--- src/logic/streamer_pkg.sv ---
/*
 * Streamer package
 * Word, address and length widths, the vector types built on them,
 * the channel index type and the address generator states.
 */
package streamer_pkg;

  // Memory word and stream item width
  localparam int unsigned DATA_W = 32;

  // Byte address width
  localparam int unsigned ADDR_W = 32;

  // Item count width
  localparam int unsigned LEN_W = 16;

  // Number of memory requesters: X, W and Y loads plus the Z store
  localparam int unsigned NUM_CHAN = 4;

  typedef logic [DATA_W-1:0] data_t;
  typedef logic [ADDR_W-1:0] addr_t;
  typedef logic [LEN_W-1:0]  len_t;

  // Arbiter channel index, 0 is X, 1 is W, 2 is Y, 3 is Z
  typedef logic [1:0] chan_t;

  // The store channel, the only one that writes
  localparam chan_t CHAN_Z = 2'd3;

  typedef enum logic [1:0] {
    IDLE = 2'd0,
    RUN  = 2'd1,
    DONE = 2'd2
  } agen_state_e;

endpackage
--- src/logic/streamer_top.sv ---
/*
 * Streamer top
 * Three strided load channels (X, W, Y), one strided store channel (Z)
 * and the arbiter onto the shared memory port.
 */
`timescale 1ns/1ps

module streamer_top #(
  parameter int unsigned FIFO_DEPTH = 4
) (
  input  logic                 clk_i,
  input  logic                 reset_i,
  input  logic                 clear_i,
  input  logic                 start_i,
  input  logic                 z_priority_i,
  // Channel configuration
  input  streamer_pkg::addr_t  x_base_i,
  input  streamer_pkg::addr_t  x_stride_i,
  input  streamer_pkg::len_t   x_len_i,
  input  streamer_pkg::addr_t  w_base_i,
  input  streamer_pkg::addr_t  w_stride_i,
  input  streamer_pkg::len_t   w_len_i,
  input  streamer_pkg::addr_t  y_base_i,
  input  streamer_pkg::addr_t  y_stride_i,
  input  streamer_pkg::len_t   y_len_i,
  input  streamer_pkg::addr_t  z_base_i,
  input  streamer_pkg::addr_t  z_stride_i,
  input  streamer_pkg::len_t   z_len_i,
  // Load streams
  output logic                 x_valid_o,
  input  logic                 x_ready_i,
  output streamer_pkg::data_t  x_data_o,
  output logic                 w_valid_o,
  input  logic                 w_ready_i,
  output streamer_pkg::data_t  w_data_o,
  output logic                 y_valid_o,
  input  logic                 y_ready_i,
  output streamer_pkg::data_t  y_data_o,
  // Store stream
  input  logic                 z_valid_i,
  output logic                 z_ready_o,
  input  streamer_pkg::data_t  z_data_i,
  // Completion
  output logic                 x_done_o,
  output logic                 w_done_o,
  output logic                 y_done_o,
  output logic                 z_done_o,
  // Memory port
  output logic                 mem_req_o,
  output streamer_pkg::addr_t  mem_addr_o,
  output logic                 mem_wen_o,
  output streamer_pkg::data_t  mem_wdata_o,
  input  logic                 mem_gnt_i,
  input  logic                 mem_rvalid_i,
  input  streamer_pkg::data_t  mem_rdata_i
);
  import streamer_pkg::*;

  localparam int unsigned NUM_LOAD = NUM_CHAN - 1;

  // Load channel index matches the arbiter index: X, W, Y
  addr_t [NUM_LOAD-1:0] ld_base;
  addr_t [NUM_LOAD-1:0] ld_stride;
  len_t  [NUM_LOAD-1:0] ld_len;
  logic  [NUM_LOAD-1:0] ld_ready;
  logic  [NUM_LOAD-1:0] ld_valid;
  data_t [NUM_LOAD-1:0] ld_data;
  logic  [NUM_LOAD-1:0] ld_done;

  logic  [NUM_CHAN-1:0] req;
  logic  [NUM_CHAN-1:0] gnt;
  addr_t [NUM_CHAN-1:0] addr;
  logic  [NUM_LOAD-1:0] resp_valid;
  data_t                resp_data;
  data_t                z_wdata;

  assign ld_base   = {y_base_i, w_base_i, x_base_i};
  assign ld_stride = {y_stride_i, w_stride_i, x_stride_i};
  assign ld_len    = {y_len_i, w_len_i, x_len_i};
  assign ld_ready  = {y_ready_i, w_ready_i, x_ready_i};

  for (genvar i = 0; i < NUM_LOAD; i++) begin : gen_source
    stream_source #(
      .FIFO_DEPTH ( FIFO_DEPTH )
    ) i_source (
      .clk_i        ( clk_i         ),
      .reset_i      ( reset_i       ),
      .clear_i      ( clear_i       ),
      .start_i      ( start_i       ),
      .base_i       ( ld_base[i]    ),
      .stride_i     ( ld_stride[i]  ),
      .len_i        ( ld_len[i]     ),
      .gnt_i        ( gnt[i]        ),
      .resp_valid_i ( resp_valid[i] ),
      .resp_data_i  ( resp_data     ),
      .ready_i      ( ld_ready[i]   ),
      .req_o        ( req[i]        ),
      .addr_o       ( addr[i]       ),
      .valid_o      ( ld_valid[i]   ),
      .data_o       ( ld_data[i]    ),
      .done_o       ( ld_done[i]    )
    );
  end

  stream_sink i_sink (
    .clk_i    ( clk_i        ),
    .reset_i  ( reset_i      ),
    .clear_i  ( clear_i      ),
    .start_i  ( start_i      ),
    .base_i   ( z_base_i     ),
    .stride_i ( z_stride_i   ),
    .len_i    ( z_len_i      ),
    .gnt_i    ( gnt[CHAN_Z]  ),
    .valid_i  ( z_valid_i    ),
    .data_i   ( z_data_i     ),
    .req_o    ( req[CHAN_Z]  ),
    .addr_o   ( addr[CHAN_Z] ),
    .wdata_o  ( z_wdata      ),
    .ready_o  ( z_ready_o    ),
    .done_o   ( z_done_o     )
  );

  mem_arbiter i_arbiter (
    .clk_i        ( clk_i        ),
    .reset_i      ( reset_i      ),
    .clear_i      ( clear_i      ),
    .z_priority_i ( z_priority_i ),
    .req_i        ( req          ),
    .addr_i       ( addr         ),
    .wdata_i      ( z_wdata      ),
    .mem_gnt_i    ( mem_gnt_i    ),
    .mem_rvalid_i ( mem_rvalid_i ),
    .mem_rdata_i  ( mem_rdata_i  ),
    .gnt_o        ( gnt          ),
    .resp_valid_o ( resp_valid   ),
    .resp_data_o  ( resp_data    ),
    .mem_req_o    ( mem_req_o    ),
    .mem_addr_o   ( mem_addr_o   ),
    .mem_wen_o    ( mem_wen_o    ),
    .mem_wdata_o  ( mem_wdata_o  )
  );

  assign x_valid_o = ld_valid[0];
  assign x_data_o  = ld_data[0];
  assign x_done_o  = ld_done[0];
  assign w_valid_o = ld_valid[1];
  assign w_data_o  = ld_data[1];
  assign w_done_o  = ld_done[1];
  assign y_valid_o = ld_valid[2];
  assign y_data_o  = ld_data[2];
  assign y_done_o  = ld_done[2];

endmodule

--- src/logic/mem_arbiter.sv ---
/*
 * Memory arbiter
 * Merges the channel requests onto the shared memory port with Z
 * priority or round robin, and steers in-order read responses back.
 */
`timescale 1ns/1ps

module mem_arbiter (
  input  logic                                          clk_i,
  input  logic                                          reset_i,
  input  logic                                          clear_i,
  input  logic                                          z_priority_i,
  input  logic [streamer_pkg::NUM_CHAN-1:0]             req_i,
  input  streamer_pkg::addr_t [streamer_pkg::NUM_CHAN-1:0] addr_i,
  input  streamer_pkg::data_t                           wdata_i,
  input  logic                                          mem_gnt_i,
  input  logic                                          mem_rvalid_i,
  input  streamer_pkg::data_t                           mem_rdata_i,
  output logic [streamer_pkg::NUM_CHAN-1:0]             gnt_o,
  output logic [streamer_pkg::NUM_CHAN-2:0]             resp_valid_o,
  output streamer_pkg::data_t                           resp_data_o,
  output logic                                          mem_req_o,
  output streamer_pkg::addr_t                           mem_addr_o,
  output logic                                          mem_wen_o,
  output streamer_pkg::data_t                           mem_wdata_o
);
  import streamer_pkg::*;

  chan_t last_q;
  chan_t sel;
  logic  granted;
  logic  rd_pend_q;

  // Round robin starting after the last granted channel
  always_comb begin
    chan_t cand;
    logic  found;
    sel   = last_q;
    found = 1'b0;
    for (int i = 1; i <= NUM_CHAN; i++) begin
      cand = chan_t'((int'(last_q) + i) % NUM_CHAN);
      if (!found && req_i[cand]) begin
        sel   = cand;
        found = 1'b1;
      end
    end
    // Store channel overrides the rotation
    if (z_priority_i && req_i[CHAN_Z]) begin
      sel = CHAN_Z;
    end
  end

  assign mem_req_o   = |req_i;
  assign mem_addr_o  = addr_i[sel];
  assign mem_wen_o   = (sel == CHAN_Z);
  assign mem_wdata_o = wdata_i;
  assign granted     = mem_req_o && mem_gnt_i;

  always_comb begin
    for (int i = 0; i < NUM_CHAN; i++) begin
      gnt_o[i] = granted && (sel == chan_t'(i));
    end
  end

  always_ff @(posedge clk_i) begin
    if (reset_i || clear_i) begin
      last_q    <= '0;
      rd_pend_q <= 1'b0;
    end else begin
      rd_pend_q <= granted && !mem_wen_o;
      if (granted) begin
        last_q <= sel;
      end
    end
  end

  // Response arrives one cycle after the read grant
  // The last granted channel is the owner of that read
  always_comb begin
    for (int i = 0; i < NUM_CHAN - 1; i++) begin
      resp_valid_o[i] = mem_rvalid_i && rd_pend_q && (last_q == chan_t'(i));
    end
  end

  assign resp_data_o = mem_rdata_i;

endmodule

--- src/logic/stream_sink.sv ---
/*
 * Stream sink
 * Store channel: writes each incoming stream item to the next
 * strided address. The memory grant also accepts the item.
 */
`timescale 1ns/1ps

module stream_sink (
  input  logic                 clk_i,
  input  logic                 reset_i,
  input  logic                 clear_i,
  input  logic                 start_i,
  input  streamer_pkg::addr_t  base_i,
  input  streamer_pkg::addr_t  stride_i,
  input  streamer_pkg::len_t   len_i,
  input  logic                 gnt_i,
  input  logic                 valid_i,
  input  streamer_pkg::data_t  data_i,
  output logic                 req_o,
  output streamer_pkg::addr_t  addr_o,
  output streamer_pkg::data_t  wdata_o,
  output logic                 ready_o,
  output logic                 done_o
);

  logic agen_active;
  logic accept;

  addr_gen i_addr_gen (
    .clk_i    ( clk_i       ),
    .reset_i  ( reset_i     ),
    .clear_i  ( clear_i     ),
    .start_i  ( start_i     ),
    .base_i   ( base_i      ),
    .stride_i ( stride_i    ),
    .len_i    ( len_i       ),
    .next_i   ( accept      ),
    .addr_o   ( addr_o      ),
    .active_o ( agen_active ),
    .last_o   (             ),
    .done_o   ( done_o      )
  );

  // Request only with an address pending and an item on the stream
  assign req_o   = agen_active && valid_i;
  assign wdata_o = data_i;

  // Stream handshake coincides with the write grant
  assign accept  = req_o && gnt_i;
  assign ready_o = accept;

endmodule

--- src/logic/stream_source.sv ---
/*
 * Stream source
 * Load channel: issues strided reads while FIFO credit remains and
 * presents the returned words as a valid/ready stream.
 */
`timescale 1ns/1ps

module stream_source #(
  parameter int unsigned FIFO_DEPTH = 4
) (
  input  logic                 clk_i,
  input  logic                 reset_i,
  input  logic                 clear_i,
  input  logic                 start_i,
  input  streamer_pkg::addr_t  base_i,
  input  streamer_pkg::addr_t  stride_i,
  input  streamer_pkg::len_t   len_i,
  input  logic                 gnt_i,
  input  logic                 resp_valid_i,
  input  streamer_pkg::data_t  resp_data_i,
  input  logic                 ready_i,
  output logic                 req_o,
  output streamer_pkg::addr_t  addr_o,
  output logic                 valid_o,
  output streamer_pkg::data_t  data_o,
  output logic                 done_o
);
  import streamer_pkg::*;

  localparam int unsigned CNT_W = $clog2(FIFO_DEPTH + 1);

  logic             agen_active;
  logic             agen_done;
  logic [CNT_W-1:0] out_cnt_q;
  logic [CNT_W-1:0] fifo_count;
  logic [CNT_W:0]   credit_used;
  logic             fifo_empty;
  logic             issue;
  logic             pop;
  len_t             len_q;
  len_t             deliv_q;

  addr_gen i_addr_gen (
    .clk_i    ( clk_i       ),
    .reset_i  ( reset_i     ),
    .clear_i  ( clear_i     ),
    .start_i  ( start_i     ),
    .base_i   ( base_i      ),
    .stride_i ( stride_i    ),
    .len_i    ( len_i       ),
    .next_i   ( issue       ),
    .addr_o   ( addr_o      ),
    .active_o ( agen_active ),
    .last_o   (             ),
    .done_o   ( agen_done   )
  );

  // Words in flight plus words buffered never exceed the FIFO depth
  assign credit_used = {1'b0, out_cnt_q} + {1'b0, fifo_count};
  assign req_o       = agen_active && (credit_used < (CNT_W+1)'(FIFO_DEPTH));
  assign issue       = req_o && gnt_i;

  always_ff @(posedge clk_i) begin
    if (reset_i || clear_i) begin
      out_cnt_q <= '0;
    end else begin
      out_cnt_q <= out_cnt_q + CNT_W'(issue) - CNT_W'(resp_valid_i);
    end
  end

  load_fifo #(
    .DEPTH ( FIFO_DEPTH )
  ) i_load_fifo (
    .clk_i   ( clk_i        ),
    .reset_i ( reset_i      ),
    .clear_i ( clear_i      ),
    .push_i  ( resp_valid_i ),
    .data_i  ( resp_data_i  ),
    .pop_i   ( pop          ),
    .data_o  ( data_o       ),
    .empty_o ( fifo_empty   ),
    .count_o ( fifo_count   )
  );

  assign valid_o = !fifo_empty;
  assign pop     = valid_o && ready_i;

  // Items handed to the consumer since start
  always_ff @(posedge clk_i) begin
    if (reset_i || clear_i) begin
      len_q   <= '0;
      deliv_q <= '0;
    end else if (start_i) begin
      len_q   <= len_i;
      deliv_q <= '0;
    end else if (pop) begin
      deliv_q <= deliv_q + 1'b1;
    end
  end

  // All reads issued and every returned word delivered
  assign done_o = agen_done && (deliv_q == len_q);

endmodule

--- src/logic/addr_gen.sv ---
/*
 * Address generator
 * Walks base plus multiples of stride for len items and
 * flags the end of the walk.
 */
`timescale 1ns/1ps

module addr_gen (
  input  logic                 clk_i,
  input  logic                 reset_i,
  input  logic                 clear_i,
  input  logic                 start_i,
  input  streamer_pkg::addr_t  base_i,
  input  streamer_pkg::addr_t  stride_i,
  input  streamer_pkg::len_t   len_i,
  input  logic                 next_i,
  output streamer_pkg::addr_t  addr_o,
  output logic                 active_o,
  output logic                 last_o,
  output logic                 done_o
);
  import streamer_pkg::*;

  agen_state_e state_q;
  addr_t       addr_q;
  addr_t       stride_q;
  len_t        len_q;
  len_t        cnt_q;

  assign active_o = (state_q == RUN);
  assign last_o   = active_o && (cnt_q == len_q - 1'b1);
  assign done_o   = (state_q == DONE);
  assign addr_o   = addr_q;

  always_ff @(posedge clk_i) begin
    if (reset_i || clear_i) begin
      state_q <= IDLE;
      cnt_q   <= '0;
    end else if (start_i) begin
      // Zero length finishes at once
      state_q <= (len_i == '0) ? DONE : RUN;
      cnt_q   <= '0;
    end else if (active_o && next_i) begin
      cnt_q <= cnt_q + 1'b1;
      if (last_o) begin
        state_q <= DONE;
      end
    end
  end

  // Walk configuration and current address
  always_ff @(posedge clk_i) begin
    if (start_i) begin
      addr_q   <= base_i;
      stride_q <= stride_i;
      len_q    <= len_i;
    end else if (active_o && next_i) begin
      addr_q <= addr_q + stride_q;
    end
  end

endmodule

--- src/logic/load_fifo.sv ---
/*
 * Load FIFO
 * Circular buffer for the read responses of one load channel.
 * The head word is always presented on data_o.
 */
`timescale 1ns/1ps

module load_fifo #(
  parameter int unsigned DEPTH = 4
) (
  input  logic                         clk_i,
  input  logic                         reset_i,
  input  logic                         clear_i,
  input  logic                         push_i,
  input  streamer_pkg::data_t          data_i,
  input  logic                         pop_i,
  output streamer_pkg::data_t          data_o,
  output logic                         empty_o,
  output logic [$clog2(DEPTH+1)-1:0]   count_o
);
  import streamer_pkg::*;

  localparam int unsigned PTR_W = (DEPTH > 1) ? $clog2(DEPTH) : 1;
  localparam int unsigned CNT_W = $clog2(DEPTH + 1);

  data_t             mem_q [DEPTH];
  logic [PTR_W-1:0]  wr_ptr_q;
  logic [PTR_W-1:0]  rd_ptr_q;
  logic [CNT_W-1:0]  count_q;
  logic              do_push;
  logic              do_pop;

  // The source never pushes beyond its credit, full is only a safety net
  assign do_push = push_i && (count_q != CNT_W'(DEPTH));
  assign do_pop  = pop_i && (count_q != '0);

  always_ff @(posedge clk_i) begin
    if (reset_i || clear_i) begin
      wr_ptr_q <= '0;
      rd_ptr_q <= '0;
      count_q  <= '0;
    end else begin
      if (do_push) begin
        wr_ptr_q <= (wr_ptr_q == PTR_W'(DEPTH - 1)) ? '0 : wr_ptr_q + 1'b1;
      end
      if (do_pop) begin
        rd_ptr_q <= (rd_ptr_q == PTR_W'(DEPTH - 1)) ? '0 : rd_ptr_q + 1'b1;
      end
      count_q <= count_q + CNT_W'(do_push) - CNT_W'(do_pop);
    end
  end

  // Storage
  always_ff @(posedge clk_i) begin
    if (do_push) begin
      mem_q[wr_ptr_q] <= data_i;
    end
  end

  assign data_o  = mem_q[rd_ptr_q];
  assign empty_o = (count_q == '0);
  assign count_o = count_q;

endmodule

--- config.mk ---
export PLATFORM = sky130hd
export DESIGN_NAME = streamer_top
export DESIGN_NICKNAME = d
export VERILOG_FILES = /design/src/logic/streamer_pkg.sv /design/src/logic/streamer_top.sv /design/src/logic/mem_arbiter.sv /design/src/logic/stream_sink.sv /design/src/logic/stream_source.sv /design/src/logic/addr_gen.sv /design/src/logic/load_fifo.sv
export SDC_FILE = /design/constraint.sdc
export NUM_CORES = 1
export LEC_CHECK = 0
export BUFFER_PORTS_ARGS = -buffer_cell sky130_fd_sc_hd__buf_2
export CAP_MARGIN = 20
export CORE_ASPECT_RATIO = 0.75
export CORE_UTILIZATION = 56
export DETAILED_ROUTE_END_ITERATION = 7
export GPL_TIMING_DRIVEN = 0
export PLACE_DENSITY = 0.79
export SKIP_LAST_GASP = 1
export SYNTH_ARGS = -nofsm -noshare
export SYNTH_HDL_FRONTEND = slang
export SYNTH_SLANG_ARGS = --single-unit
--- constraint.sdc ---
create_clock -name clk_i -period 5.8 [get_ports clk_i]
set_input_delay 0.87 -clock clk_i [delete_from_list [all_inputs] [get_ports clk_i]]
set_output_delay 0.87 -clock clk_i [all_outputs]
set_load 0.005 [all_outputs]
==> flow_summary.ini <==
[sta]
max_freq_mhz = 174.9
hold_viol = 0
worst_slack_ns = 0.08131
final_max_slew_viol_count = 0
rsz0062_at_grt = true
fin_worst_skew_ns = 0.02201
period_minus_slack_ns = 5.719
fin_setup_tns_ns = 0
finalCritPeriodShare_pct = 98.60
tightest_slew_ns = 1.130
max-slew-margin-rel_pct = 24.67
setup_viol = 0

[hold_path]
hold_start = y_stride_i[25]
hold_depth = 1
hold_path_end = gen_source[2].i_source.i_addr_gen.stride_q[25]
hold_path_class = in2reg

[worst_setup_path]
worst_r2r_endpoint = i_sink.i_addr_gen.addr_o[10]
worst-setup-path-type = reg2out
r2r-start = gen_source[0].i_source.i_load_fifo.count_o[2]
crit_path_start_kind = register
worstPathArrival_ns = 4.85
crit_path_end_kind = output pin
r2r_slack_ns = 1.24
crit_required_ns = 4.93
reg2reg_depth = 10
crit_fanout = 10

[grt]
antenna_found_initial = 44
grt.total_usage_pct = 31.93
grt_max_degree = 73
overflow = 0
grt_pass1_vias = 30414
grt_first_pass_wirelength_mm = 186.8

[pwr]
p_sw_mw = 4.391
irDropWorstVdd_mv = 0.2472
switching_share_pct = 27.45
power.internal_mw = 11.61
p_per_area_nw_per_um2 = 313.7
pwr-share-seq_pct = 47.5
combPwrFrac_pct = 16.5
p_clk_share_pct = 36.0
leakage_nw = 19.51

[drt]
wl_per_cell_um = 24.21
routed_wl_mm = 128.9
routed_via_density = 6.084
met2_length_mm = 56.84
met1_length_mm = 52.25
wl_met3_mm = 14.39
drt.antenna.violating_nets = 0
drt_pass1_iterations = 6
highest_layer = met5
drt_iter0_drc = 3594
vias = 32389
drc = 0

[synthesis]
synth_edf_count = 704
synth_ff_type = edfxtp_1
syn-num-nets = 4120
async_reset_ff_share_pct = 0
ys_seq_elements = 911
synth_area_um2 = 43630
synthDistinctLibCells = 90
yosysSeqAreaShare_pct = 57.96
avgSynthCellArea_um2 = 12.31
synth_cells = 3544
synth-warning-count = 0

[cts]
h-tree-depth = 3
clock-sinks = 911
cts_tree = yes
cts.clk_slew.worst_paths_ns = 0.06
cts_made_buffers = 87
ctsHoldBuffers = 0
clk_latency_ns = 0.68
root_buffer = clkbuf_16
clock_path_buffers = 3

[floorplan]
rows = 88
initial_core_util_pct = 56.68
die_area_um2 = 79040
die_width_um = 324.3
die_h_um = 243.7
design.core.area_um2 = 76960
top_level_ports = 565

[placement]
portBuffers = 532
place_congestion = 1.042
dp_hpwl_mm = 94.28
place_ws_ns = 0.2133

[finish]
nFillCells = 5663
drive_gt1_share_pct = 20.65
area_growth_pct = 16.88
fin_nets = 4761

[run_status]
status = complete, no violations

[job]
maxCapViolations = 0
## sequential cells by signal, summed over array words and instances, names as in the netlist, 6 cells and up, named ones only
register and count:
gen_source.i_source.i_addr_gen.len_q 48, gen_source.i_source.len_q 48, i_sink.i_addr_gen.addr_o 32, i_sink.i_addr_gen.cnt_q 16, gen_source.i_source.i_load_fifo.rd_ptr_q 6, gen_source.i_source.i_addr_gen.addr_o 96, gen_source.i_source.i_addr_gen.stride_q 96, i_sink.i_addr_gen.stride_q 32
gen_source.i_source.out_cnt_q 9, gen_source.i_source.i_addr_gen.cnt_q 48, gen_source.i_source.i_load_fifo.count_o 9, i_sink.i_addr_gen.len_q 16, gen_source.i_source.i_addr_gen.state_q 6, gen_source.i_source.i_load_fifo.mem_q 384, gen_source.i_source.deliv_q 48, gen_source.i_source.i_load_fifo.wr_ptr_q 6
## worst max path at each step
stage | from | endpoint | slack [ns] | depth (start not counted)
floorplan | gen_source[0].i_source.i_load_fifo.count_o[2] | gen_source[1].i_source.i_addr_gen.addr_o[0] | 0.55 | 8
global placement | start_i | gen_source[1].i_source.i_addr_gen.addr_o[16] | -2.39 | 5
detailed placement | i_arbiter.last_q[0] | mem_addr_o[26] | 0.21 | 13
CTS | i_arbiter.last_q[0] | mem_addr_o[10] | 0.01 | 13
global route | gen_source[0].i_source.i_load_fifo.count_o[2] | mem_addr_o[26] | -0.02 | 13
finish | gen_source[0].i_source.i_load_fifo.count_o[2] | mem_addr_o[26] | 0.08 | 13
## synth_stat cells (17+ instances only)
cell | instances | area (µm²)
buf_4 | 33 | 247.7
mux4_2 | 99 | 2230
nor4_1 | 38 | 237.7
ha_1 | 171 | 2140
and2_1 | 34 | 212.7
nand2_1 | 404 | 1516
o31ai_1 | 20 | 150.1
nand2b_1 | 23 | 143.9
clkbuf_1 | 93 | 349.1
xnor2_1 | 143 | 1252
nand4_1 | 46 | 287.8
or3_1 | 24 | 150.1
buf_1 | 22 | 82.58
nor2_1 | 263 | 987.2
nor2b_1 | 26 | 162.7
xor2_1 | 186 | 1629
mux2i_1 | 60 | 600.6
and3_1 | 76 | 475.5
dfxtp_1 | 207 | 4144
a21o_1 | 53 | 397.9
o21a_1 | 17 | 127.6
a211oi_1 | 23 | 172.7
edfxtp_1 | 704 | 21140
a31oi_1 | 53 | 331.6
o21ai_0 | 180 | 900.9
nand3_1 | 65 | 325.3
inv_1 | 79 | 296.5
nor3_1 | 54 | 270.3
a21oi_1 | 122 | 610.6
## cells by family after synthesis
family	share of synthesized area, %
AO/OA/AOI/OAI	8.874
XOR/XNOR	6.605
flip-flops	57.96
AND/OR/NAND/NOR	12.13
buffers and inverters	2.377
multiplexers	6.694
adder cells (fa/ha/maj)	5.363
## cell usage in the layout, fill, tap and decap left out, drive strengths merged, types with 17 or more instances in the layout
cell type  synthesis  final
o31ai             20     20
ha               171    171
nor2             264    264
nand3             65     65
dfxtp            207    207
nor4              41     41
nor2b             26     26
xor2             186    186
diode              0     33
or3               24     24
o21ai            182    182
a31oi             53     53
buf               61    612
mux2i             60     60
and2              34     34
and3              76     76
a21oi            123    123
clkbuf            94    206
inv               79     83
o21a              17     17
edfxtp           704    704
a211oi            23     23
nand2            404    404
mux4              99     99
nand2b            23     23
nand4             46     46
xnor2            143    143
nor3              57     57
clkinv             5     38
a21o              53     53
## timing repair
action	4_1_cts	5_1_grt
setup endpoints to repair	22	26
buffers inserted	0	0
gates resized for setup	6	9
## worst max-delay path, stage by stage (launching register included)
cell      delay (ns)
dfxtp_1         0.39
ha_1            0.24
or3_1           0.39
a311o_1         0.38
mux4_2          0.52
o21bai_1        0.23
xnor2_2         0.25
nand2b_2        0.32
clkbuf_2        0.29
clkbuf_4        0.32
nand2_1         0.08
and3_1          0.18
a31oi_1         0.37
buf_2           0.24
## stage by stage
stage / power (mW) / utilization, % / hold slack (ns) / std cells / instance area (µm²)
final: 16.00 / 66.25 / 0.3787 / 5324 / 50990
after global routing: 16.49 / 66.23 / 0.3494 / 5317 / 50970
after CTS: 15.94 / 66.07 / 0.3454 / 5288 / 50850
after detailed placement: 10.25 / 62.36 / 0.4698 / 5128 / 47990
after global placement: 10.19 / 61.83 / 0.4699 / 5111 / 47580
after floorplan: 9.302 / - / 0.4442 / 3544 / 43630
## layer usage
metal | vias to the layer above | GRT usage, %
met5 | - | 0
met4 | 18 | 12.81
met3 | 327 | 7.140
met2 | 1829 | 47.51
met1 | 15718 | 45.41
li1 | 14497 | -
## cell type report
cell class / count / area, µm² / share of cell area, %
Sequential cell: 911 / 25280 / 49.59
Inverter: 84 / 320.3 / 0.6282
Tap cell: 1035 / 1295 / 2.540
Buffer: 155 / 732.0 / 1.435
Antenna cell: 33 / 82.58 / 0.1620
Clock buffer: 111 / 2317 / 4.544
Timing Repair Buffer: 552 / 3085 / 6.051
Multi-Input combinational cell: 2394 / 17360 / 34.05
Clock inverter: 49 / 511.7 / 1.004
## power by group through the flow
stage	registers [mW]	clock network (mW)	logic (mW)
3_3_place_gp	7.73	0	2.46
5_1_grt	7.62	6.03	2.84
3_5_place_dp	7.73	0	2.53
6_report	7.60	5.76	2.64
4_1_cts	7.59	5.79	2.56
2_1_floorplan	7.62	0	1.68
Power figures use the tool's default switching activity.
